==> src/common/he_consts.svh <==
`ifndef HE_CONSTS_SVH
`define HE_CONSTS_SVH

////////////////////
// data widths
`define HE_COEF_W 30            // one coefficient, always below q
`define HE_WORD_W 32            // csr and memory data word
`define HE_ADDR_W 40            // memory byte address

////////////////////
// coefficient buffers
`define HE_MAX_N 1024           // deepest polynomial
`define HE_IDX_W 10             // log2 of HE_MAX_N

////////////////////
// csr map, word offsets
`define HE_CSR_ADDR_W 4
`define HE_CSR_Q      4'd0
`define HE_CSR_N      4'd1
`define HE_CSR_A_PTR  4'd2
`define HE_CSR_B_PTR  4'd3
`define HE_CSR_C_PTR  4'd4
`define HE_CSR_START  4'd5
`define HE_CSR_STATUS 4'd6

// completion word, written once per run
`define HE_DONE_ADDR   40'h30_0000
`define HE_DONE_WORD   32'hffff_ffff

`define HE_COEF_STRIDE 4        // bytes per coefficient in memory

`endif

==> src/common/he_mem_pkg.sv <==
`include "he_consts.svh"

package he_mem_pkg;

   typedef enum logic {
      MEM_RD,
      MEM_WR
   } mem_op_e;

   // held until yumi
   typedef struct packed {
      logic                  valid;
      mem_op_e               op;
      logic [`HE_ADDR_W-1:0] addr;
      logic [`HE_WORD_W-1:0] data;   // write data only
   } mem_cmd_s;

   // read data return, one per read
   typedef struct packed {
      logic                  valid;
      logic [`HE_WORD_W-1:0] data;
   } mem_resp_s;

   // which coefficient buffer the dma talks to
   typedef enum logic [1:0] {
      BUF_A,
      BUF_B,
      BUF_C
   } buf_sel_e;

endpackage

==> src/dma/he_dma_engine.sv <==
`timescale 1ns/1ps
`include "he_consts.svh"

module he_dma_engine
   import he_mem_pkg::*;
(
   input  logic                  clk_i,
   input  logic                  reset_i,
   input  logic                  go_i,
   input  mem_op_e               op_i,
   input  buf_sel_e              sel_i,
   input  logic [`HE_ADDR_W-1:0] base_i,
   input  logic [`HE_IDX_W:0]    len_i,
   output logic                  done_o,
   output mem_cmd_s              mem_cmd_o,
   input  logic                  mem_cmd_yumi_i,
   input  mem_resp_s             mem_resp_i,
   output logic                  buf_we_o,
   output buf_sel_e              buf_sel_o,
   output logic [`HE_IDX_W-1:0]  buf_idx_o,
   output logic [`HE_COEF_W-1:0] buf_wdata_o,
   input  logic [`HE_COEF_W-1:0] buf_rdata_i
);

   typedef enum logic [2:0] {
      IDLE,
      RD_CMD,
      RD_WAIT,    // one read outstanding
      WR_FETCH,   // prime the buffer read
      WR_CMD
   } state_e;

   state_e                state_r;
   state_e                state_n;
   mem_op_e               op_r;
   buf_sel_e              sel_r;
   logic [`HE_ADDR_W-1:0] base_r;
   logic [`HE_IDX_W-1:0]  idx_r;
   logic                  done_r;
   logic                  last;

   assign last = ({1'b0, idx_r} == len_i - 1'b1);

   always_comb
   begin
      state_n = state_r;
      case (state_r)
         IDLE:     state_n = !go_i ? IDLE : (op_i == MEM_RD) ? RD_CMD : WR_FETCH;
         RD_CMD:   state_n = mem_cmd_yumi_i ? RD_WAIT : RD_CMD;
         RD_WAIT:  state_n = !mem_resp_i.valid ? RD_WAIT : last ? IDLE : RD_CMD;
         WR_FETCH: state_n = WR_CMD;
         WR_CMD:   state_n = (mem_cmd_yumi_i && last) ? IDLE : WR_CMD;
         default:  state_n = IDLE;
      endcase
   end

   always_ff @(posedge clk_i)
   begin
      if (reset_i)
      begin
         state_r <= IDLE;
         idx_r   <= '0;
         done_r  <= 1'b0;
      end
      else
      begin
         state_r <= state_n;
         done_r  <= 1'b0;
         case (state_r)
            IDLE:
               idx_r <= '0;
            RD_WAIT:
               if (mem_resp_i.valid)
               begin
                  idx_r  <= idx_r + 1'b1;
                  done_r <= last;
               end
            WR_CMD:
               if (mem_cmd_yumi_i)
               begin
                  idx_r  <= idx_r + 1'b1;
                  done_r <= last;
               end
            default: ;
         endcase
      end
   end

   // transfer setup, captured at go
   always_ff @(posedge clk_i)
   begin
      if (go_i)
      begin
         op_r   <= op_i;
         sel_r  <= sel_i;
         base_r <= base_i;
      end
   end

   assign done_o = done_r;

   ////////////////////
   // memory side

   assign mem_cmd_o.valid = (state_r == RD_CMD) || (state_r == WR_CMD);
   assign mem_cmd_o.op    = op_r;
   assign mem_cmd_o.addr  = base_r + `HE_ADDR_W'(idx_r) * `HE_COEF_STRIDE;
   assign mem_cmd_o.data  = (state_r == WR_CMD) ? `HE_WORD_W'(buf_rdata_i) : '0;

   ////////////////////
   // buffer side

   assign buf_sel_o   = sel_r;
   assign buf_we_o    = (state_r == RD_WAIT) & mem_resp_i.valid;
   assign buf_wdata_o = mem_resp_i.data[`HE_COEF_W-1:0];

   // step the read one ahead once a write is taken, else hold the word
   assign buf_idx_o = (state_r == WR_CMD && mem_cmd_yumi_i) ? idx_r + 1'b1 : idx_r;

endmodule

==> config.mk <==
export PLATFORM = sky130hd
export DESIGN_NAME = he_dma_engine
export DESIGN_NICKNAME = d
export VERILOG_FILES = /design/src/common/he_mem_pkg.sv /design/src/dma/he_dma_engine.sv
export VERILOG_INCLUDE_DIRS = /design/src /design/src/common
export SDC_FILE = /design/constraint.sdc
export NUM_CORES = 1
export LEC_CHECK = 0
export BUFFER_PORTS_ARGS = -buffer_cell sky130_fd_sc_hd__buf_2
export CORE_MARGIN = 4
export CORE_UTILIZATION = 48
export CTS_CLUSTER_SIZE = 16
export DETAILED_ROUTE_END_ITERATION = 8
export PLACE_DENSITY = 0.87
export SYNTH_ARGS = -nofsm -noshare
export SYNTH_HDL_FRONTEND = slang
export SYNTH_SLANG_ARGS = --single-unit
==> constraint.sdc <==
create_clock -name clk_i -period 5.89 [get_ports clk_i]
set_input_delay 0.589 -clock clk_i [delete_from_list [all_inputs] [get_ports clk_i]]
set_output_delay 0.589 -clock clk_i [all_outputs]
set_load 0.1 [all_outputs]
Yosys cells after proc, flatten, opt, wreduce, memory -nomap -nowiden
Cells that the tools add are included.

word-level totals
  bits in registers = 57
  bits of input ports = 121
  output and inout bits = 118
  word-level logic and storage cells = 38

operators by class
  add/sub/neg operators = 3
  equality and inequality tests = 7
  muxes and demuxes = 15
  bitwise gates (word level) = 1
  reduce and logical (&&, ||, !) cells = 6

operator list
  cell                     count
  $add A40 B12 Y40         1
  $mux W10                 3
  $mux W30                 1
  $pmux W10 S3             1
  $pmux W3 S5              1
  $eq A10 B11 Y1           1
  $sub A11 B1 Y11 const B  1
  $add A10 B1 Y10 const B  1
  $mux W2                  4
  $eq A3 B2 Y1 const B     2
  $ne A2 B2 Y1 const B     2
  $eq A3 B1 Y1 const B     1
  $eq A3 B3 Y1 const B     1
  $logic_not A3 Y1         1
  $mux W1                  3
  $mux W3                  1
  $reduce_and A3 Y1        1
  $reduce_bool A3 Y1       1
  $logic_and A1 B1 Y1      2
  $pmux W1 S2              1
  $and A1 B1 Y1            1
  $logic_or A1 B1 Y1       1

Longest topological paths before layout
  depth in word-level cells = 5
  mapped depth = 10
  gate-level depth less buffers = 9

Least setup slack after synthesis
OpenSTA, ideal clock, no wires.

  path type = flip-flop to output port
  from = register idx_r[0]
  to = output mem_cmd_o[50] in the netlist's numbering
  arrival = 3.478 ns
  data required time = 5.301 ns
  setup slack = 1.823 ns
  cell stages (with the launch flop) = 11
  buffers on the path = 1
  path through = dfxtp_1 -> ha_1 -> inv_1 -> fa_1 -> nor2b_1 -> o31a_1 -> o21ai_0 -> a31oi_1 -> buf_2 -> nand4_1 -> xnor2_1

RTL lines
  item                      RTL line             RTL
  start: declaration        he_dma_engine.sv:38  logic [`HE_IDX_W-1:0] idx_r;
  start signal: assignment  he_dma_engine.sv:75  idx_r <= idx_r + 1'b1;
  start signal: assignment  he_dma_engine.sv:81  idx_r <= idx_r + 1'b1;
  end: declaration          he_dma_engine.sv:15  output mem_cmd_s mem_cmd_o,

==> impl_metrics.toml <==
[outcome]
status = "finished, final reports clean"

[worst_setup_path]
cp-end-kind = "primary output"
path_cells = "ha_1, inv_1, fa_1, nor2b_1, o31a_1, o21ai_0, a31oi_1, nand4_1, xnor2_1, buf_2"
crit_arrival_ns = 3.78
cpMaxStageDelayCell = "a31oi_1"
criticalPathCategory = "reg2out"
crit_required_ns = 5.30
startpoint_type = "register"
max_stage_delay_ns = 0.85
critPathMaxFanout = 12
r2r.worst_path.cells = 6

[timing]
worst_slack_ns = 1.52
fmax_ghz = 0.229
period_minus_slack_ns = 4.37
timing.setup.tns_ns = 0
drv_slew = 0
worst_slew_pin_slew_ns = 1.10
setup_viol = 0
hold_ws_ns = 0.417
rsz0062_at_grt = "no"
finalHoldViolations = 0
period_share_pct = 74.2
fin_skew_ns = 0.00461
relSlewSlack_pct = 26.2

[clock_tree]
cts_max_path_buffers = 2
cts-buffers-inserted = 9
cts_resized = 0
cts_tree = "done"
cts.reportedPaths.clkPinSlew_ns = 0.07
cts_setup_buffers = 0
clockRootBuffer = "clkbuf_8"
hold_buffers = 0
clock_latency_ns = 0.34
cts.sinks = 57
htreeDepth = 3

[global_routing]
first_global_vias = 3509
gr-total-overflow = 0
grt_max_degree = 46
antenna_found_initial = 0
use_met3_pct = 5.07
use_met2_pct = 37.7
use_met1_pct = 22.4
top_usage_layer = "met2"
track_usage_pct = 20.4
grt_pass1_wl_um = 16300

[floorplanning]
start_util_pct = 49.4
dieWidth_um = 100
fp.coreArea_sq_mm = 0.00826
ios = 239
rows = 33
die_y_um = 100
fp.dieArea_sq_mm = 0.0100

[logic_synthesis]
synth_area_sq_mm = 0.00408
ys_types = 53
ys_seq_area_share_pct = 38.5
synth_edf_count = 43
syn_area_per_cell_sq_um = 9.27
syn_inst = 440
yosysWarnings = 0
ys.flop_type = "edfxtp_1"
async_reset_ff_share_pct = 0
ys_seq_elements = 57

[final_layout]
n_fill_cell = 711
area_growth_pct = 22.7
nNetsFinal = 708
layout-drive-gt1-share_pct = 35.4
diodes = 0

[routing]
routedWlPerCell_um = 15.5
drc = 0
wl_um = 10600
vias = 3684
vias_per_cell = 5.39
detail_route.iter0.violations = 132
ant_nets = 0
dr.pass1.iters = 4

[place]
dpl.hpwl_um = 8510
finalWeightedCongestion = 0.956
dpl_worst_slack_ns = 1.91
io_buffers = 174

[min_path]
hp-class = "in2reg"
hold_depth = 1

[power_and_ir_drop]
power_switching_uw = 489
internal_power_uw = 820
power_uw = 1310
peakVddDrop_mv = 0.133
power.density_mw_per_mm2 = 261
p_sw_share_pct = 37.4
clockPowerShare_pct = 33.9
cellLeakagePower_uw = 0.00229
p_comb_share_pct = 28.8
p_seq_share_pct = 37.3

[run]
cap_violations = 0
power by group through the flow:
stage / sequential, uW / clock [uW] / combinational [uW]
final: 488 / 444 / 377
after detailed placement: 496 / 0 / 378
after CTS: 487 / 450 / 379
after floorplan: 494 / 0 / 393
after global routing: 492 / 471 / 393
after global placement: 494 / 0 / 373
logic make-up (layout without fill, tap and decap cells):
group | Yosys count | after routing | synth area share, %
compound gates | 69 | 69 | 10.8
xor+xnor | 56 | 56 | 12.0
fa+ha+maj | 13 | 13 | 4.17
buf+inv | 66 | 204 | 9.35
flops | 57 | 57 | 38.5
mux | 3 | 3 | 0.797
other cells | 1 | 2 | 0.0919
simple gates | 175 | 175 | 24.3
per-stage QoR:
step,instance area (sq um),cells,utilization [%]
5_1_grt,5010,684,60.6
3_3_place_gp,4760,668,57.7
4_1_cts,5010,684,60.6
3_5_place_dp,4760,668,57.7
2_1_floorplan,4080,441,-
6_report,5010,684,60.6
cell usage after synthesis, types with 14 or more instances:
| library cell | n | area share [%] |
|---|---|---|
| a21oi_1 | 18 | 2.2 |
| and2_1 | 32 | 4.9 |
| buf_4 | 35 | 6.4 |
| clkbuf_1 | 17 | 1.6 |
| dfxtp_1 | 14 | 6.9 |
| edfxtp_1 | 43 | 32 |
| nand2_1 | 23 | 2.1 |
| nand3_1 | 19 | 2.3 |
| nor2_1 | 38 | 3.5 |
| o21ai_0 | 18 | 2.2 |
| xnor2_1 | 28 | 6.0 |
| xor2_1 | 28 | 6.0 |
per-layer routing:
layer	vias to the layer above	wire, um
met5	-	0
met4	0	272
met3	25	924
met2	185	5440
met1	1693	3990
li1	1781	-
cells in the final DEF, fill, tap and decap left out, drive strengths merged, types with 14 or more instances in the layout:
cell type | synthesis | layout
nand2 | 23 | 23
buf | 37 | 176
edfxtp | 43 | 43
and2 | 32 | 32
nand3 | 19 | 19
dfxtp | 14 | 14
xnor2 | 28 | 28
a21oi | 18 | 18
o21ai | 18 | 18
xor2 | 28 | 28
nor2 | 38 | 38
path summary, 6_finish.rpt:
check,from,end,slack (ns)
max,idx_r[0],mem_cmd_o[60],1.52
max reg2reg,idx_r[1],idx_r[8],3.97
min,base_i[32],base_r[32],0.42
min reg2reg,idx_r[9],idx_r[9],0.60
sequential cells by signal, indices dropped and copies added (netlist names):
signal and cells:
done_o 1, base_r 40, idx_r 10, buf_sel_o 2, state_r 3, op_r 1
cell type report:
type,count,area (sq um),area share [%]
repair buffers,176,886,17.7
multi-input cells,318,2130,42.6
flip-flops and latches,57,1570,31.4
well taps,105,131,2.62
clock inverters,7,119,2.37
inverters,12,45.0,0.900
clock buffers,9,124,2.47
worst max-delay path: cells and delay by family (launching register included):
| family | cells | cell delay (ns) |
|---|---|---|
| simple gates | 2 | 0.40 |
| buf+inv | 2 | 0.50 |
| flops | 1 | 0.51 |
| fa+ha+maj | 2 | 0.68 |
| xor+xnor | 1 | 0.19 |
| compound gates | 3 | 1.16 |
(Power assumes the default switching activity.)
