`src/common/he_consts.svh`:
```
`ifndef HE_CONSTS_SVH
`define HE_CONSTS_SVH

////////////////////
// data widths
`define HE_COEF_W 30            // one coefficient, always below q
`define HE_WORD_W 32            // csr and memory data word
`define HE_ADDR_W 40            // memory byte address

////////////////////
// coefficient buffers
`define HE_MAX_N 1024           // deepest polynomial
`define HE_IDX_W 10             // log2 of HE_MAX_N

////////////////////
// csr map, word offsets
`define HE_CSR_ADDR_W 4
`define HE_CSR_Q      4'd0
`define HE_CSR_N      4'd1
`define HE_CSR_A_PTR  4'd2
`define HE_CSR_B_PTR  4'd3
`define HE_CSR_C_PTR  4'd4
`define HE_CSR_START  4'd5
`define HE_CSR_STATUS 4'd6

// completion word, written once per run
`define HE_DONE_ADDR   40'h30_0000
`define HE_DONE_WORD   32'hffff_ffff

`define HE_COEF_STRIDE 4        // bytes per coefficient in memory

`endif

```
`src/common/he_csr_pkg.sv`:
```
`include "he_consts.svh"

package he_csr_pkg;

   // host visible registers
   typedef enum logic [`HE_CSR_ADDR_W-1:0] {
      CSR_Q      = `HE_CSR_Q,
      CSR_N      = `HE_CSR_N,
      CSR_A_PTR  = `HE_CSR_A_PTR,
      CSR_B_PTR  = `HE_CSR_B_PTR,
      CSR_C_PTR  = `HE_CSR_C_PTR,
      CSR_START  = `HE_CSR_START,
      CSR_STATUS = `HE_CSR_STATUS
   } csr_idx_e;

   // one host access, valid is a single-cycle pulse
   typedef struct packed {
      logic                      valid;
      logic                      we;     // 1 write, 0 read
      logic [`HE_CSR_ADDR_W-1:0] addr;
      logic [`HE_WORD_W-1:0]     data;
   } csr_req_s;

   typedef struct packed {
      logic                  valid;
      logic [`HE_WORD_W-1:0] data;   // zero for writes
   } csr_resp_s;

   // run configuration, held as a level
   typedef struct packed {
      logic [`HE_COEF_W-1:0] q;
      logic [`HE_IDX_W:0]    n;      // 1 .. HE_MAX_N
      logic [`HE_WORD_W-1:0] a_ptr;
      logic [`HE_WORD_W-1:0] b_ptr;
      logic [`HE_WORD_W-1:0] c_ptr;  // also the result destination
   } he_cfg_s;

endpackage

```
`src/design/he_csr_regs.sv`:
```
`timescale 1ns/1ps
`include "he_consts.svh"

module he_csr_regs
   import he_csr_pkg::*;
(
   input  logic      clk_i,
   input  logic      reset_i,
   input  csr_req_s  csr_req_i,
   output csr_resp_s csr_resp_o,
   input  logic      busy_i,
   output he_cfg_s   cfg_o,
   output logic      start_o
);

   he_cfg_s               cfg_r;
   logic                  wr_en;
   logic                  rd_en;
   logic                  resp_valid_r;
   logic [`HE_WORD_W-1:0] resp_data_r;
   logic [`HE_WORD_W-1:0] rd_data;

   assign wr_en = csr_req_i.valid & csr_req_i.we;
   assign rd_en = csr_req_i.valid & ~csr_req_i.we;

   // a start while busy is acked but dropped here
   assign start_o = wr_en & (csr_idx_e'(csr_req_i.addr) == CSR_START) & ~busy_i;

   always_comb
   begin
      case (csr_idx_e'(csr_req_i.addr))
         CSR_Q:      rd_data = `HE_WORD_W'(cfg_r.q);
         CSR_N:      rd_data = `HE_WORD_W'(cfg_r.n);
         CSR_A_PTR:  rd_data = cfg_r.a_ptr;
         CSR_B_PTR:  rd_data = cfg_r.b_ptr;
         CSR_C_PTR:  rd_data = cfg_r.c_ptr;
         CSR_STATUS: rd_data = `HE_WORD_W'(busy_i);
         default:    rd_data = '0;   // start is write-only
      endcase
   end

   always_ff @(posedge clk_i)
   begin
      if (reset_i)
      begin
         cfg_r        <= '0;
         resp_valid_r <= 1'b0;
      end
      else
      begin
         resp_valid_r <= csr_req_i.valid;   // every access answers next cycle
         if (wr_en)
         begin
            case (csr_idx_e'(csr_req_i.addr))
               CSR_Q:     cfg_r.q     <= csr_req_i.data[`HE_COEF_W-1:0];
               CSR_N:     cfg_r.n     <= csr_req_i.data[`HE_IDX_W:0];
               CSR_A_PTR: cfg_r.a_ptr <= csr_req_i.data;
               CSR_B_PTR: cfg_r.b_ptr <= csr_req_i.data;
               CSR_C_PTR: cfg_r.c_ptr <= csr_req_i.data;
               default:   ;
            endcase
         end
      end
   end

   always_ff @(posedge clk_i)
   begin
      resp_data_r <= rd_en ? rd_data : '0;
   end

   assign csr_resp_o = '{valid: resp_valid_r, data: resp_data_r};
   assign cfg_o      = cfg_r;

endmodule

```
`config.mk`:
```
export PLATFORM = sky130hd
export DESIGN_NAME = he_csr_regs
export DESIGN_NICKNAME = d
export VERILOG_FILES = /design/src/common/he_csr_pkg.sv /design/src/design/he_csr_regs.sv
export VERILOG_INCLUDE_DIRS = /design/src /design/src/common
export SDC_FILE = /design/constraint.sdc
export NUM_CORES = 1
export LEC_CHECK = 0
export BUFFER_PORTS_ARGS = -buffer_cell sky130_fd_sc_hd__buf_2
export CORE_ASPECT_RATIO = 1.75
export CORE_MARGIN = 2
export CORE_UTILIZATION = 50
export DETAILED_ROUTE_END_ITERATION = 10
export PLACE_DENSITY_LB_ADDON = 0.08
export SETUP_SLACK_MARGIN = 0.05
export SYNTH_ARGS = -nofsm -noshare
export SYNTH_HDL_FRONTEND = slang
export SYNTH_SLANG_ARGS = --single-unit
```
`constraint.sdc`:
```
create_clock -name clk_i -period 1.8 [get_ports clk_i]
set_clock_uncertainty 0.2 [all_clocks]
set_input_delay 0.27 -clock clk_i [delete_from_list [all_inputs] [get_ports clk_i]]
set_output_delay 0.27 -clock clk_i [all_outputs]
set_load 0.02 [all_outputs]
```
# == Yosys cells after proc, flatten, opt, wreduce, memory -nomap -nowiden ==
# Cells that the tools add are included.
# classes
n_eq_ne,6
mux,1
bitwise,6
n_reduce_logical,6
# ops
cell,n
one-hot mux 32 bit (6 select lines),1
== test 4 x 3 -> 1 bit (second input constant),3
AND reduction 2 bit,5
== test 4 x 2 -> 1 bit (second input constant),2
AND 1 bit,4
== test 4 x 1 -> 1 bit (second input constant),1
zero test 4 bit,1
inverter 1 bit,2
# word_totals
regBits,170
in_bits,41
output_inout_bits,171
wordCells,26

# == Logic depth before layout (Yosys ltp) ==
# Gate-level depths: netlist (run 1).
# depth
word_depth,3
ltp_mapped,7
ltp_nobuf,3

# == Worst setup path before layout (run 1) ==
# No wires, ideal clock.
# synth_timing
path_kind,input to output
from,input port csr_req_i[33] (netlist name)
to,output port start_o
arrival_ps,1209
required_ps,1330
setup_slack_ps,121
stages,4
n_path_buf,2
path_cell_list,buf_2 -> nand2b_1 -> clkbuf_1 -> nor3_1
# synth_via
elab_chain_cells,3
# synth_rtl
item,line,rtl
from (decl),he_csr_regs.sv:9,"input csr_req_s csr_req_i,"
== test 4 x 3 -> 1 bit,he_csr_regs.sv:27,assign start_o = wr_en & (csr_idx_e'(csr_req_i.addr) == CSR_START) & ~busy_i;
AND 1 bit (2 in a row),he_csr_regs.sv:27,
to (decl),he_csr_regs.sv:13,output logic start_o
# Every way passes these cells.

# == Final worst setup path (run 1) ==
# Same ends and word-level chain as after synthesis.

==> metrics.yaml, run 1 <==
wl_per_cell_um: 20.33
synth_nets: 905
num_vias: 7724
worstPathCellList: "buf_2 > buf_4 > nand2b_1 > nor3_1 > buf_4"
synth_area_um2: 7254
synth_warnings: 0
power_mw: 8.411
dp.final_hpwl_um: 17280
worst_setup_path_start_kind: "input port"
synth_common_cells: "170 x dfxtp_1, 169 x a21oi_1, 147 x o21ai_0"
min_period_over_period: 0.9536
finalWirelength_um: 25920
rsz0062_at_grt: "no"
ys.flop_type: "dfxtp_1"
path_common_cell: "buf_4"
die_w_um: 95.06
synth_area_leaders: "dfxtp_1 47%, a21oi_1 12%, o21ai_0 10%"
grt_pass1_wl_um: 39630
synthArstFlopShare: 0
post_cts_buffers: 0
root_buffer: "clkbuf_16"
clock_path_buffers: 2
io_buffers: 211
seq_area_frac_synth: 0.4691
gp_congestion: 0.8927
clk_latency_ns: 0.43
synthToLayoutAreaGrowth_pct: 33.44
ys_types: 38
status: "finished clean"
yosysMostFrequentCell: "dfxtp_1"
tightest_slew_ns: 0.3746
cts_buffers: 17
cts_tree: "done"
setup_ws_ns: 0.08344
synth_cells: 864
drive_above_1_share: 0.3023
nNetsFinal: 1124
drt-initial-drc-count: 612
track_usage: 0.3334
max_freq_mhz: 582.6
slowest_stage: "nor3_1"
worst-setup-path-type: "input port to primary output"
viasPerCell: 6.058
final_antenna_net_count: 0
synth_top_area_frac: 0.4691
dpl_cell_area_um2: 8728
period_minus_slack_ns: 1.717
final_area_um2: 9681
hold_viol_final: 0
dp_slack_ns: 0.03538
slew_viol_final: 0
clk_pin_slew_ns: 0.07
htree_levels: 4
synth_edf_count: 0
drt_pre_antenna_iters: 7
fin_worst_hold_slack_ns: 0.05829
timing.setup.tns_ns: 0
final_cells: 1275
final_core_util: 0.6771
row_count: 58
hp-class: "input port to flip-flop"
syn_area_per_cell_um2: 8.396
r2r_slack_ns: 0.52
yosys.area.top_type: "dfxtp_1"
grt_max_degree: 60
setup_viol: 0
dp.cells: 1211
clock_sinks: 170
die-area_um2: 15530
nFillCells: 1260
maxCapViolCount: 0
p_leak_nw: 3.997
overflow: 0
synth_seq_cells: 170
power_density_nw_per_um2: 868.9
grt_antenna_before_repair: 0
grt_pass1_vias: 7241
die_h_um: 163.3
core_um2: 14300
cp.required_ns: 1.33
start_util: 0.5074
path_max_fanout: 11
io_pins: 212
critPathArrivalTime_ns: 1.25
endpoint_kind: "primary output"
ir_drop_uv: 610.8
max_stage_delay_ns: 0.21
antenna-diode-count: 0
maxSlewHeadroom: 0.7477
drc_errors: 0
[report_power, final]
group	switching (mW)	internal [mW]
Clock	1.63	2.26
Sequential	0.0177	3.78
Combinational	0.467	0.256
[metal layers]
metal / up-vias / routed length, µm / global-route usage / part of all wire
met4: 0 / 891 / 0.1238 / 0.034
met5: - / 0 / 0 / 0
met2: 432 / 13330 / 0.5667 / 0.51
li1: 3576 / - / - / -
met1: 3652 / 9499 / 0.4068 / 0.37
met3: 64 / 2195 / 0.07472 / 0.085
[logic make-up (layout without fill, tap and decap cells)]
family	after synthesis	count (layout)	share of synthesized area
multiplexers	26	26	0.03984
AND/OR/NAND/NOR	214	214	0.1737
AO/OA/AOI/OAI	354	354	0.2556
buffers and inverters	100	331	0.06175
flip-flops	170	170	0.4691
[what timing repair did]
action | CTS | global route
endpoints found under the setup margin | 1 | 1
resized for setup | 1 | 1
hold buffers | 33 | 0
hold endpoints to repair | 136 | 0
cloned | 0 | 0
[final cells by class]
| class | instances | area (µm²) | share of cell area |
|---|---|---|---|
| tap | 180 | 225.2 | 0.02326 |
| sequential | 170 | 3403 | 0.3516 |
| inverter | 1 | 3.754 | 0.0003877 |
| clock inverter | 13 | 177.7 | 0.01835 |
| timing repair buffer | 299 | 1982 | 0.2047 |
| multi-input combinational | 594 | 3450 | 0.3563 |
| clock buffer | 18 | 439.2 | 0.04537 |
[critical path, delay by kind of cell]
kind | cells | cell delay [ns]
simple gates | 2 | 0.38
buf+inv | 3 | 0.59
[path summary, 6_finish.rpt]
kind                                             start                         end  depth (start not counted)
worst max-delay path                     csr_req_i[33]                     start_o                          5
worst max register to register  cfg_o[65]$_SDFFE_PP0P_   resp_data_r[1]$_SDFF_PN0_                          3
worst min-delay path                           reset_i      cfg_o[85]$_SDFFE_PP0P_                          2
worst min register to register  cfg_o[56]$_SDFFE_PP0P_  resp_data_r[24]$_SDFF_PN0_                          2
[registers in the layout, indices dropped and copies added (netlist names)]
name	flops
resp_data_r	32
cfg_o	137
resp_valid_r	1
[cell usage in the layout (no fill, tap or decap), types with 3 or more instances in the layout]
master	instances
nand2_1	18
mux2i_1	3
dlygate4sd3_1	33
nor3b_1	6
o21ai_1	6
a22oi_1	29
buf_12	14
a21oi_1	169
dfxtp_1	170
and3_1	5
buf_2	208
nand2b_1	3
buf_4	44
clkbuf_16	17
o21ai_0	147
nand3_1	137
and3b_1	23
mux2_2	23
bufinv_16	3
inv_6	5
No activity file was read; power rests on OpenSTA's default activity.
==> inputs of run 2 (changes only) <==
CORE_UTILIZATION = 52   (was 50)
RECOVER_POWER = 50   (was default)
==> run 2 against run 1 <==
  * Total power is 1.8% lower
  * Largest cell class unchanged
  * Largest power group is now registers
  * Clock-buffer cell count stayed put
  * Routed wire length is 0.93% lower
  * Setup slack better by 0.037 ns
  * Via count is 1.1% higher
  * First-iteration DRC count is 0.16% higher
  * Clock power is 4% lower
  * Maximum frequency is 2.2% higher
==> metrics.yaml, run 2 (synthesis gave the netlist of run 1 again) <==
status: "finished clean"
min_period_over_period: 0.9330
period_minus_slack_ns: 1.679
overflow: 0
p_leak_nw: 3.938
track_usage: 0.3399
die_w_um: 93.29
core_um2: 13760
die_h_um: 160.3
drt_pre_antenna_iters: 7
clock_path_buffers: 2
slowest_stage: "nor3_1"
grt_pass1_wl_um: 39740
slew_viol_final: 0
worst_setup_path_start_kind: "input port"
start_util: 0.5270
path_common_cell: "buf_2"
max_freq_mhz: 595.5
rr_startpoint: "cfg_o[109]$_SDFFE_PP0P_"
cts_resized: 0
row_count: 57
timing.rr.end: "resp_data_r[2]$_SDFF_PN0_"
nFillCells: 1191
cts_buffers: 17
drive_above_1_share: 0.2925
drc_errors: 0
regArea_um2: 3403
holdPathStages: 4
gp_congestion: 0.8663
hp-start: "busy_i"
rsz0062_at_grt: "no"
dp.final_hpwl_um: 16780
antenna-diode-count: 0
largest_reg_flops: 137
grt_max_degree: 86
critPathArrivalTime_ns: 1.21
hp-class: "input port to flip-flop"
ir_drop_uv: 711.0
clock_sinks: 170
io_buffers: 211
die-area_um2: 14950
fin_worst_hold_slack_ns: 0.08932
worstPathCellList: "buf_2 > buf_12 > nand2b_1 > nor3_1 > buf_2"
tightest_slew_ns: 0.7453
wl_per_cell_um: 20.20
clk_latency_ns: 0.42
endpoint_kind: "primary output"
worst-setup-path-type: "input port to primary output"
cts_tree: "done"
cp.required_ns: 1.33
critPathLaunch: "csr_req_i[34]"
layout_common_cells: "202 x buf_2, 170 x dfxtp_1, 169 x a21oi_1"
maxCapViolCount: 0
num_vias: 7807
timing.setup.tns_ns: 0
drt-initial-drc-count: 613
viasPerCell: 6.142
htree_levels: 4
clk_pin_slew_ns: 0.07
layout_commonest_cell: "buf_2"
cp_num_buf_inv: 3
power_density_nw_per_um2: 858.6
hold_viol_final: 0
path_max_fanout: 27
max_stage_delay_ns: 0.25
final_antenna_net_count: 0
r2r_slack_ns: 0.51
maxSlewHeadroom: 0.5031
root_buffer: "clkbuf_16"
grt_pass1_vias: 7324
min_to: "resp_data_r[0]$_SDFF_PN0_"
reg2reg_depth: 3
cpLargestDelayFamily: "buffers and inverters"
finalWirelength_um: 25680
grt_antenna_before_repair: 0
io_pins: 212
setup_viol: 0
synthToLayoutAreaGrowth_pct: 32.63
multiInputGateArea_um2: 3451
nNetsFinal: 1123
==> run 2: worst register-to-register path: stages, from the launching register on <==
cell and delay, ns:
dfxtp_1 0.34, mux2_2 0.28, a22oi_1 0.25, a21oi_1 0.10
==> run 2: routing by layer <==
layer	GRT usage	vias up	wire length, µm
li1	-	3576	-
met1	0.3974	3684	9291
met2	0.5775	469	13060
met3	0.06840	78	2143
met4	0.1771	0	1178
met5	0	-	0
==> run 2: area by class of cell <==
cell class,count,share of cell area
sequential,170,0.3537
inverter,1,0.0003901
clock buffer,18,0.04564
clock inverter,13,0.01665
timing repair buffer,298,0.2020
multi-input combinational,594,0.3586
tap,177,0.02302
==> run 2: worst max-delay path by stage <==
stage,to,slack [ns],cells past startpoint
CTS,start_o,0.08,5
global route,resp_data_r[11]$_SDFF_PN0_,0.04,6
floorplan,start_o,0.12,4
finish,start_o,0.12,5
global placement,cfg_o[24]$_SDFFE_PP0P_,0.08,6
detailed placement,cfg_o[0]$_SDFFE_PP0P_,0.04,6
==> run 2: where the power goes <==
part           switching, mW  internal, mW  total, mW
clock network           1.62          2.11       3.74
logic                  0.467         0.257      0.723
registers             0.0171          3.78       3.80
total                   2.11          6.15       8.26
==> run 2: repair_timing <==
action,CTS,global route
hold endpoints to repair,137,0
setup buffers,0,0
hold buffers,33,0
==> run 2: per-stage QoR <==
| stage | area, µm² | power (mW) | util | setup WS (ns) | instances |
|---|---|---|---|---|---|
| after floorplan | 7254 | 4.214 | - | 0.1214 | 864 |
| after detailed placement | 8760 | 4.550 | 0.6364 | 0.03850 | 1207 |
| after global routing | 9622 | 8.458 | 0.6990 | 0.04471 | 1271 |
| final | 9622 | 8.261 | 0.6990 | 0.1206 | 1271 |
| after global placement | 8760 | 4.549 | 0.6364 | 0.08028 | 1207 |
| after CTS | 9689 | 8.279 | 0.7039 | 0.08334 | 1271 |
