===== config.mk =====
export PLATFORM = sky130hd
export DESIGN_NAME = he_sequencer
export DESIGN_NICKNAME = d
export VERILOG_FILES = /design/src/common/he_csr_pkg.sv /design/src/common/he_mem_pkg.sv /design/src/design/he_sequencer.sv
export VERILOG_INCLUDE_DIRS = /design/src /design/src/common
export SDC_FILE = /design/constraint.sdc
export NUM_CORES = 1
export LEC_CHECK = 0
export BUFFER_PORTS_ARGS = -buffer_cell sky130_fd_sc_hd__clkbuf_2
export CAP_MARGIN = 20
export CORE_AREA = 2 2 103 105
export CTS_CLUSTER_SIZE = 20
export DETAILED_ROUTE_END_ITERATION = 6
export DIE_AREA = 0 0 105 107
export SETUP_SLACK_MARGIN = 0.5
export SKIP_LAST_GASP = 1
export SLEW_MARGIN = 20
export SYNTH_ARGS = -nofsm -noshare
export SYNTH_HDL_FRONTEND = slang
export SYNTH_SLANG_ARGS = --single-unit

===== constraint.sdc =====
create_clock -name clk_i -period 1.6 [get_ports clk_i]
set_input_delay 0.08 -clock clk_i [delete_from_list [all_inputs] [get_ports clk_i]]
set_output_delay 0.08 -clock clk_i [all_outputs]
set_load 0.1 [all_outputs]

===== src/common/he_consts.svh =====
`ifndef HE_CONSTS_SVH
`define HE_CONSTS_SVH

////////////////////
// data widths
`define HE_COEF_W 30            // one coefficient, always below q
`define HE_WORD_W 32            // csr and memory data word
`define HE_ADDR_W 40            // memory byte address

////////////////////
// coefficient buffers
`define HE_MAX_N 1024           // deepest polynomial
`define HE_IDX_W 10             // log2 of HE_MAX_N

////////////////////
// csr map, word offsets
`define HE_CSR_ADDR_W 4
`define HE_CSR_Q      4'd0
`define HE_CSR_N      4'd1
`define HE_CSR_A_PTR  4'd2
`define HE_CSR_B_PTR  4'd3
`define HE_CSR_C_PTR  4'd4
`define HE_CSR_START  4'd5
`define HE_CSR_STATUS 4'd6

// completion word, written once per run
`define HE_DONE_ADDR   40'h30_0000
`define HE_DONE_WORD   32'hffff_ffff

`define HE_COEF_STRIDE 4        // bytes per coefficient in memory

`endif


===== src/common/he_csr_pkg.sv =====
`include "he_consts.svh"

package he_csr_pkg;

   // host visible registers
   typedef enum logic [`HE_CSR_ADDR_W-1:0] {
      CSR_Q      = `HE_CSR_Q,
      CSR_N      = `HE_CSR_N,
      CSR_A_PTR  = `HE_CSR_A_PTR,
      CSR_B_PTR  = `HE_CSR_B_PTR,
      CSR_C_PTR  = `HE_CSR_C_PTR,
      CSR_START  = `HE_CSR_START,
      CSR_STATUS = `HE_CSR_STATUS
   } csr_idx_e;

   // one host access, valid is a single-cycle pulse
   typedef struct packed {
      logic                      valid;
      logic                      we;     // 1 write, 0 read
      logic [`HE_CSR_ADDR_W-1:0] addr;
      logic [`HE_WORD_W-1:0]     data;
   } csr_req_s;

   typedef struct packed {
      logic                  valid;
      logic [`HE_WORD_W-1:0] data;   // zero for writes
   } csr_resp_s;

   // run configuration, held as a level
   typedef struct packed {
      logic [`HE_COEF_W-1:0] q;
      logic [`HE_IDX_W:0]    n;      // 1 .. HE_MAX_N
      logic [`HE_WORD_W-1:0] a_ptr;
      logic [`HE_WORD_W-1:0] b_ptr;
      logic [`HE_WORD_W-1:0] c_ptr;  // also the result destination
   } he_cfg_s;

endpackage


===== src/common/he_mem_pkg.sv =====
`include "he_consts.svh"

package he_mem_pkg;

   typedef enum logic {
      MEM_RD,
      MEM_WR
   } mem_op_e;

   // held until yumi
   typedef struct packed {
      logic                  valid;
      mem_op_e               op;
      logic [`HE_ADDR_W-1:0] addr;
      logic [`HE_WORD_W-1:0] data;   // write data only
   } mem_cmd_s;

   // read data return, one per read
   typedef struct packed {
      logic                  valid;
      logic [`HE_WORD_W-1:0] data;
   } mem_resp_s;

   // which coefficient buffer the dma talks to
   typedef enum logic [1:0] {
      BUF_A,
      BUF_B,
      BUF_C
   } buf_sel_e;

endpackage


===== src/design/he_sequencer.sv =====
`timescale 1ns/1ps
`include "he_consts.svh"

module he_sequencer
   import he_csr_pkg::*;
   import he_mem_pkg::*;
(
   input  logic                  clk_i,
   input  logic                  reset_i,
   input  logic                  start_i,
   input  he_cfg_s               cfg_i,
   output logic                  busy_o,
   output logic                  dma_go_o,
   output mem_op_e               dma_op_o,
   output buf_sel_e              dma_sel_o,
   output logic [`HE_ADDR_W-1:0] dma_base_o,
   input  logic                  dma_done_i,
   output logic                  calc_go_o,
   input  logic                  calc_done_i,
   output mem_cmd_s              done_cmd_o,
   input  logic                  mem_cmd_yumi_i
);

   typedef enum logic [2:0] {
      IDLE,
      LOAD_A,
      LOAD_B,
      LOAD_C,
      CALC,
      STORE,     // buffer A back to c_ptr
      DONE
   } state_e;

   state_e state_r;
   state_e state_n;
   logic   enter_r;   // first cycle of a phase

   ////////////////////
   // phase stepping

   always_comb
   begin
      state_n = state_r;
      case (state_r)
         IDLE:    state_n = start_i ? LOAD_A : IDLE;
         LOAD_A:  state_n = dma_done_i ? LOAD_B : LOAD_A;
         LOAD_B:  state_n = dma_done_i ? LOAD_C : LOAD_B;
         LOAD_C:  state_n = dma_done_i ? CALC : LOAD_C;
         CALC:    state_n = calc_done_i ? STORE : CALC;
         STORE:   state_n = dma_done_i ? DONE : STORE;
         DONE:    state_n = mem_cmd_yumi_i ? IDLE : DONE;   // done word taken
         default: state_n = IDLE;
      endcase
   end

   always_ff @(posedge clk_i)
   begin
      if (reset_i)
      begin
         state_r <= IDLE;
         enter_r <= 1'b0;
      end
      else
      begin
         state_r <= state_n;
         enter_r <= (state_n != state_r);
      end
   end

   assign busy_o = (state_r != IDLE);

   // one kick per phase
   assign dma_go_o  = enter_r & (state_r inside {LOAD_A, LOAD_B, LOAD_C, STORE});
   assign calc_go_o = enter_r & (state_r == CALC);

   ////////////////////
   // dma setup per phase

   assign dma_op_o  = (state_r == STORE) ? MEM_WR : MEM_RD;
   assign dma_sel_o = (state_r == LOAD_B) ? BUF_B :
                      (state_r == LOAD_C) ? BUF_C : BUF_A;

   always_comb
   begin
      case (state_r)
         LOAD_B:  dma_base_o = `HE_ADDR_W'(cfg_i.b_ptr);
         LOAD_C,
         STORE:   dma_base_o = `HE_ADDR_W'(cfg_i.c_ptr);   // results overwrite C
         default: dma_base_o = `HE_ADDR_W'(cfg_i.a_ptr);
      endcase
   end

   // completion write, shares the memory port with the dma
   assign done_cmd_o = '{valid: (state_r == DONE),
                         op:    MEM_WR,
                         addr:  `HE_DONE_ADDR,
                         data:  `HE_DONE_WORD};

endmodule


After elaboration in Yosys (flattened, before gate mapping)
Index checks and enable logic that the tools add are counted.
{"block": "totals", "rom_bits": 0, "input_bits": 143, "mem_count": 0, "ram_bits": 0, "latch_bits": 0, "reg_bits": 4, "elab_cells": 27, "out_inout_bits": 120}
{"block": "op_classes", "n_reduce_logical": 4, "n_shift": 0, "muxes": 12, "n_mul": 0, "eq_ne": 7, "add_sub_neg": 0, "div_mod_pow": 0, "magnitude_cmp": 0, "bitwise": 2}
{"op": "one-hot mux 32 bit (2 select lines)", "n": 1}
{"op": "one-hot mux 3 bit (7 select lines)", "n": 1}
{"op": "equality test 3 bit (second input constant)", "n": 3}
{"op": "two-way mux 2 bit", "n": 4}
{"op": "equality test 3 x 2 -> 1 bit (second input constant)", "n": 2}
{"op": "two-way mux 3 bit", "n": 2}
{"op": "two-way mux 1 bit", "n": 4}
{"op": "nonzero test 4 bit", "n": 1}
{"op": "equality test 3 x 1 -> 1 bit (second input constant)", "n": 1}
{"op": "zero test 3 bit", "n": 1}
{"op": "inequality test 3 bit", "n": 1}
{"op": "nonzero test 3 bit", "n": 1}
{"op": "AND 1 bit", "n": 2}
{"op": "OR reduction 2 bit", "n": 1}

Longest topological paths before layout
{"block": "logic_depth", "word_depth": 3, "mapped_depth": 5, "mapped_depth_nobuf": 3}

Worst setup path before layout
No wires, ideal clock.
{"block": "synth_path", "path_kind": "reg2out", "from": "register state_r[2]", "to": "output port dma_base_o[17]", "t_required_ns": 1.520, "stages_incl_launch_ff": 5, "path_buffers": 2, "t_arrival_ns": 2.154, "slack_ns": -0.634, "cell_sequence": "dfxtp_1 > buf_4 > nor3b_4 > buf_2 > a221o_1"}
{"block": "synth_between", "elab_chain_cells": 3, "elab_cells_between_ends": 5, "cone_classes": "3 x eq/ne; 1 x mux; 1 x reduce/logical"}
{"item": "start, declared", "line": "he_sequencer.sv:34", "text": "state_e state_r;"}
{"item": "start signal, assigned", "line": "he_sequencer.sv:65", "text": "state_r <= state_n;"}
{"item": "equality test 3 x 2 -> 1 bit / equality test 3 bit (equally long branches)", "line": "he_sequencer.sv:85", "text": "case (state_r)"}
{"item": "OR reduction 2 bit", "line": "he_sequencer.sv:85"}
{"item": "one-hot mux 32 bit (2 select lines) *", "line": "he_sequencer.sv:85"}
{"item": "end, declared", "line": "he_sequencer.sv:16", "text": "output logic [`HE_ADDR_W-1:0] dma_base_o,"}
Every way passes the cells marked *; elsewhere a longest branch is shown, timed or not.

Worst setup path after layout
{"block": "layout_path", "from": "register state_r[1]", "to": "output port dma_base_o[12]"}
Same word-level chain as after synthesis.

==> impl_results.rst <==
.. list-table::
   :header-rows: 1

   * - Metric
     - Value
   * - Layout-stage area growth over the synthesis result
     - 124.2%
   * - Fraction of synthesized cell area taken by the top area cell type
     - 40.36%
   * - Total Die Area
     - 11240 µm²
   * - Number of iterations in the first detailed-routing pass
     - 4
   * - Total Neg Setup Slack
     - -5627 ps
   * - PnR worst setup slack
     - -186.1 ps
   * - Syn. warnings
     - 0
   * - Routability Congestion
     - 0.6795
   * - Crit share post-route
     - 111.6%
   * - Dominant combinational cell family by area after synthesis
     - buffers and inverters
   * - Placed wire-length estimate after detailed placement
     - 5144 µm
   * - Final net count
     - 494
   * - Global-route wire length before repair
     - 8990 µm
   * - Core region area
     - 10090 µm²
   * - Crit path capture type
     - output pin
   * - Average routed wire per standard cell
     - 13.19 µm
   * - Adder-cell share of the synthesized area
     - 0%
   * - Final-report max-slew violation count
     - 0
   * - Via-to-Cell Ratio
     - 3.864
   * - Clock root cell
     - sky130_fd_sc_hd__clkbuf_8
   * - Count of state elements after synthesis
     - 4
   * - Pleak
     - 2.009 nW
   * - WS Path Type
     - flip-flop to output pin
   * - Share of cell area taken by muxes after synthesis
     - 0%
   * - Worst IR drop on VDD
     - 381.6 µV
   * - Highest clock frequency the design can meet
     - 559.9 MHz
   * - Height of the chip
     - 107 µm
   * - Top cell type by total area after synthesis
     - sky130_fd_sc_hd__buf_4
   * - Count of buffers from port buffering
     - 140
   * - GRT Residual Overflow
     - 0
   * - Vias post-DR
     - 1874
   * - Data required time of the critical path
     - 1520 ps
   * - Main area contributors after synthesis
     - sky130_fd_sc_hd__buf_4 40%, sky130_fd_sc_hd__a221o_1 21%, sky130_fd_sc_hd__and3_1 14%, sky130_fd_sc_hd__dfxtp_1 5.3%, sky130_fd_sc_hd__clkbuf_1 2.5%
   * - Maximum number of buffers from clock root to sink
     - 2
   * - DRC violations left
     - 0
   * - Starting Density
     - 15.11%
   * - Number of distinct library cells after synthesis
     - 28
   * - Sink count of the clock tree
     - 4
   * - Maximum clock skew at final layout
     - 8.078 ps
   * - Overall global routing resource usage
     - 9.999%
   * - Cell area after placement
     - 3134 µm²
   * - Ratio of cells with drive above 1 in the final layout
     - 63.90%
   * - Top-Level Pins
     - 263
   * - Setup slack at placement
     - -44.75 ps
   * - Antenna Cells
     - 0
   * - Via count of the first global-routing pass
     - 1825
   * - Cell area after layout
     - 3420 µm²
   * - Fraction of the mapped netlist area in simple logic gates
     - 20.10%
   * - Compound-Gate Fraction of Synth Area
     - 27.07%
   * - Count of maximum capacitance violations
     - 0
   * - Violations in the final reports
     - negative setup slack
   * - Filler cell count in the final layout
     - 1033
   * - DRT iter0 DRCs
     - 47
   * - Synthesized-area fraction occupied by xor and xnor cells
     - 1.066%
   * - Data arrival time at the worst-slack endpoint
     - 1710 ps
   * - Largest fanout on the critical path
     - 12
   * - Post-synthesis cell count
     - 200
   * - Post-CTS Hold Fix Bufs
     - 0
   * - Maximum number of pins on one net before global-route repair
     - 18
   * - Clock network latency to the later pin of the worst-skew pair
     - 220 ps
   * - Unrepaired setup endpoints after global routing
     - true
   * - Status
     - finished, violations left
   * - Worst-path clk slew
     - 40 ps
   * - # rows
     - 37
   * - Sequential cell area fraction in the yosys report
     - 5.250%
   * - Number of antenna violations at the first check in global routing
     - 0
   * - Setup violations, final
     - 32
   * - Clock period minus worst slack
     - 1786 ps
   * - Clock tree from TritonCTS
     - built
   * - Post-Route WL
     - 6399 µm
   * - Maximum level of the CTS H-tree
     - 1
   * - Area of the mapped netlist
     - 1525 µm²
   * - Type of origin of the critical path
     - flip-flop
   * - Average instance area after synthesis
     - 7.626 µm²
   * - Clock buffers created by TritonCTS
     - 3
   * - Width of the die
     - 105 µm
   * - Number of endpoints with negative hold slack in the final report
     - 0
   * - Type of the most critical hold path
     - input port to flip-flop
   * - Number of antenna-violating nets in the routed design
     - 0
   * - Pwr dens
     - 955.4 nW/µm²
[timing repair]
action,in CTS,in global routing
hold endpoints to repair,0,0
endpoints found under the setup margin,42,43
resized for setup,19,3
gates cloned,2,1
pin swaps,4,4
buffers inserted,6,2
[routing by layer]
layer  GRT usage, %  vias up  part of all wire, %
li1               -      875                    -
met1          10.70      869                   35
met2          19.81      123                   56
met3          2.492        7                  8.1
met4          1.810        0                 0.83
met5              0        -                    0
[logic make-up after synthesis]
logic type	count (synthesis)
buf+inv	98
simple gates	49
xor+xnor	1
flops	4
other cells	2
compound gates	46
[power breakdown]
part | total, W | switching [W] | internal [W]
Combinational | 0.00293 | 0.00204 | 0.000886
Sequential | 0.000121 | 0.0000132 | 0.000108
Clock | 0.000218 | 0.0000572 | 0.000161
Total | 0.00327 | 0.00211 | 0.00115
[critical path, stage by stage (launching register included)]
cell and delay [ps]:
sky130_fd_sc_hd__dfxtp_4 350, sky130_fd_sc_hd__nor3b_4 170, sky130_fd_sc_hd__buf_4 130, sky130_fd_sc_hd__buf_4 190, sky130_fd_sc_hd__a221o_4 460, sky130_fd_sc_hd__buf_12 170
[Yosys cell counts]
library cell and count:
sky130_fd_sc_hd__nand2_1 1, sky130_fd_sc_hd__dfxtp_1 4, sky130_fd_sc_hd__a21oi_2 1, sky130_fd_sc_hd__buf_4 82, sky130_fd_sc_hd__or3_1 2, sky130_fd_sc_hd__a2111oi_0 1
sky130_fd_sc_hd__a221o_1 32, sky130_fd_sc_hd__o21ai_0 1, sky130_fd_sc_hd__a31oi_1 3, sky130_fd_sc_hd__o21bai_1 1, sky130_fd_sc_hd__o21ai_1 1, sky130_fd_sc_hd__buf_2 3
sky130_fd_sc_hd__a21o_1 1, sky130_fd_sc_hd__o21a_1 1, sky130_fd_sc_hd__and2_1 3, sky130_fd_sc_hd__nor4b_1 1, sky130_fd_sc_hd__nor2_1 5, sky130_fd_sc_hd__clkbuf_1 10
sky130_fd_sc_hd__a22oi_1 1, sky130_fd_sc_hd__nor3b_4 1, sky130_fd_sc_hd__nand2b_1 1, sky130_fd_sc_hd__and3_1 33, sky130_fd_sc_hd__xor2_2 1, sky130_fd_sc_hd__conb_1 2
sky130_fd_sc_hd__buf_6 3, sky130_fd_sc_hd__nor2b_1 2, sky130_fd_sc_hd__a21oi_1 2, sky130_fd_sc_hd__o22ai_1 1
[registers in the layout, indices dropped and copies added (netlist names)]
signal   count
state_r      3
enter_r      1
[path summary, 6_finish.rpt]
check                                 from        endpoint  slack [ps]  depth (start not counted)
worst max-delay path            state_r[1]  dma_base_o[12]        -190                          5
worst min-delay path               reset_i      state_r[0]          90                          2
worst max register to register  state_r[1]      state_r[0]         150                          6
worst min register to register  state_r[2]      state_r[0]         800                          3
[metrics by stage]
| step | power [W] | hold slack (ps) | utilization [%] | std cells |
|---|---|---|---|---|
| CTS | 0.003256 | 93.55 | 33.37 | 482 |
| floorplan | 0.002370 | 145.0 | - | 279 |
| finish | 0.003267 | 92.34 | 33.88 | 485 |
| detailed placement | 0.002954 | 309.2 | 31.06 | 471 |
| global route | 0.003356 | 94.02 | 33.88 | 485 |
| global placement | 0.002938 | 290.0 | 31.06 | 471 |
[layout make-up]
class | count | area [µm²] | area share (%)
timing repair buffer | 165 | 1619 | 47.35
multi-input combinational | 177 | 1500 | 43.87
tap | 136 | 170.2 | 4.976
sequential | 4 | 88.84 | 2.598
clock buffer | 3 | 41.29 | 1.207
[cell usage in the layout, fill, tap and decap left out, types with 2 or more instances in the layout]
cell	count
sky130_fd_sc_hd__a221o_2	2
sky130_fd_sc_hd__a221o_4	30
sky130_fd_sc_hd__a31oi_1	3
sky130_fd_sc_hd__and2_4	2
sky130_fd_sc_hd__and3_1	32
sky130_fd_sc_hd__buf_12	44
sky130_fd_sc_hd__buf_4	14
sky130_fd_sc_hd__buf_6	2
sky130_fd_sc_hd__bufbuf_16	2
sky130_fd_sc_hd__clkbuf_2	101
sky130_fd_sc_hd__clkbuf_8	3
sky130_fd_sc_hd__conb_1	81
sky130_fd_sc_hd__dfxtp_4	2
sky130_fd_sc_hd__nor2_1	3
sky130_fd_sc_hd__nor2_4	2
sky130_fd_sc_hd__nor2b_4	2
sky130_fd_sc_hd__or3_4	2
Power figures use the tool's default switching activity.
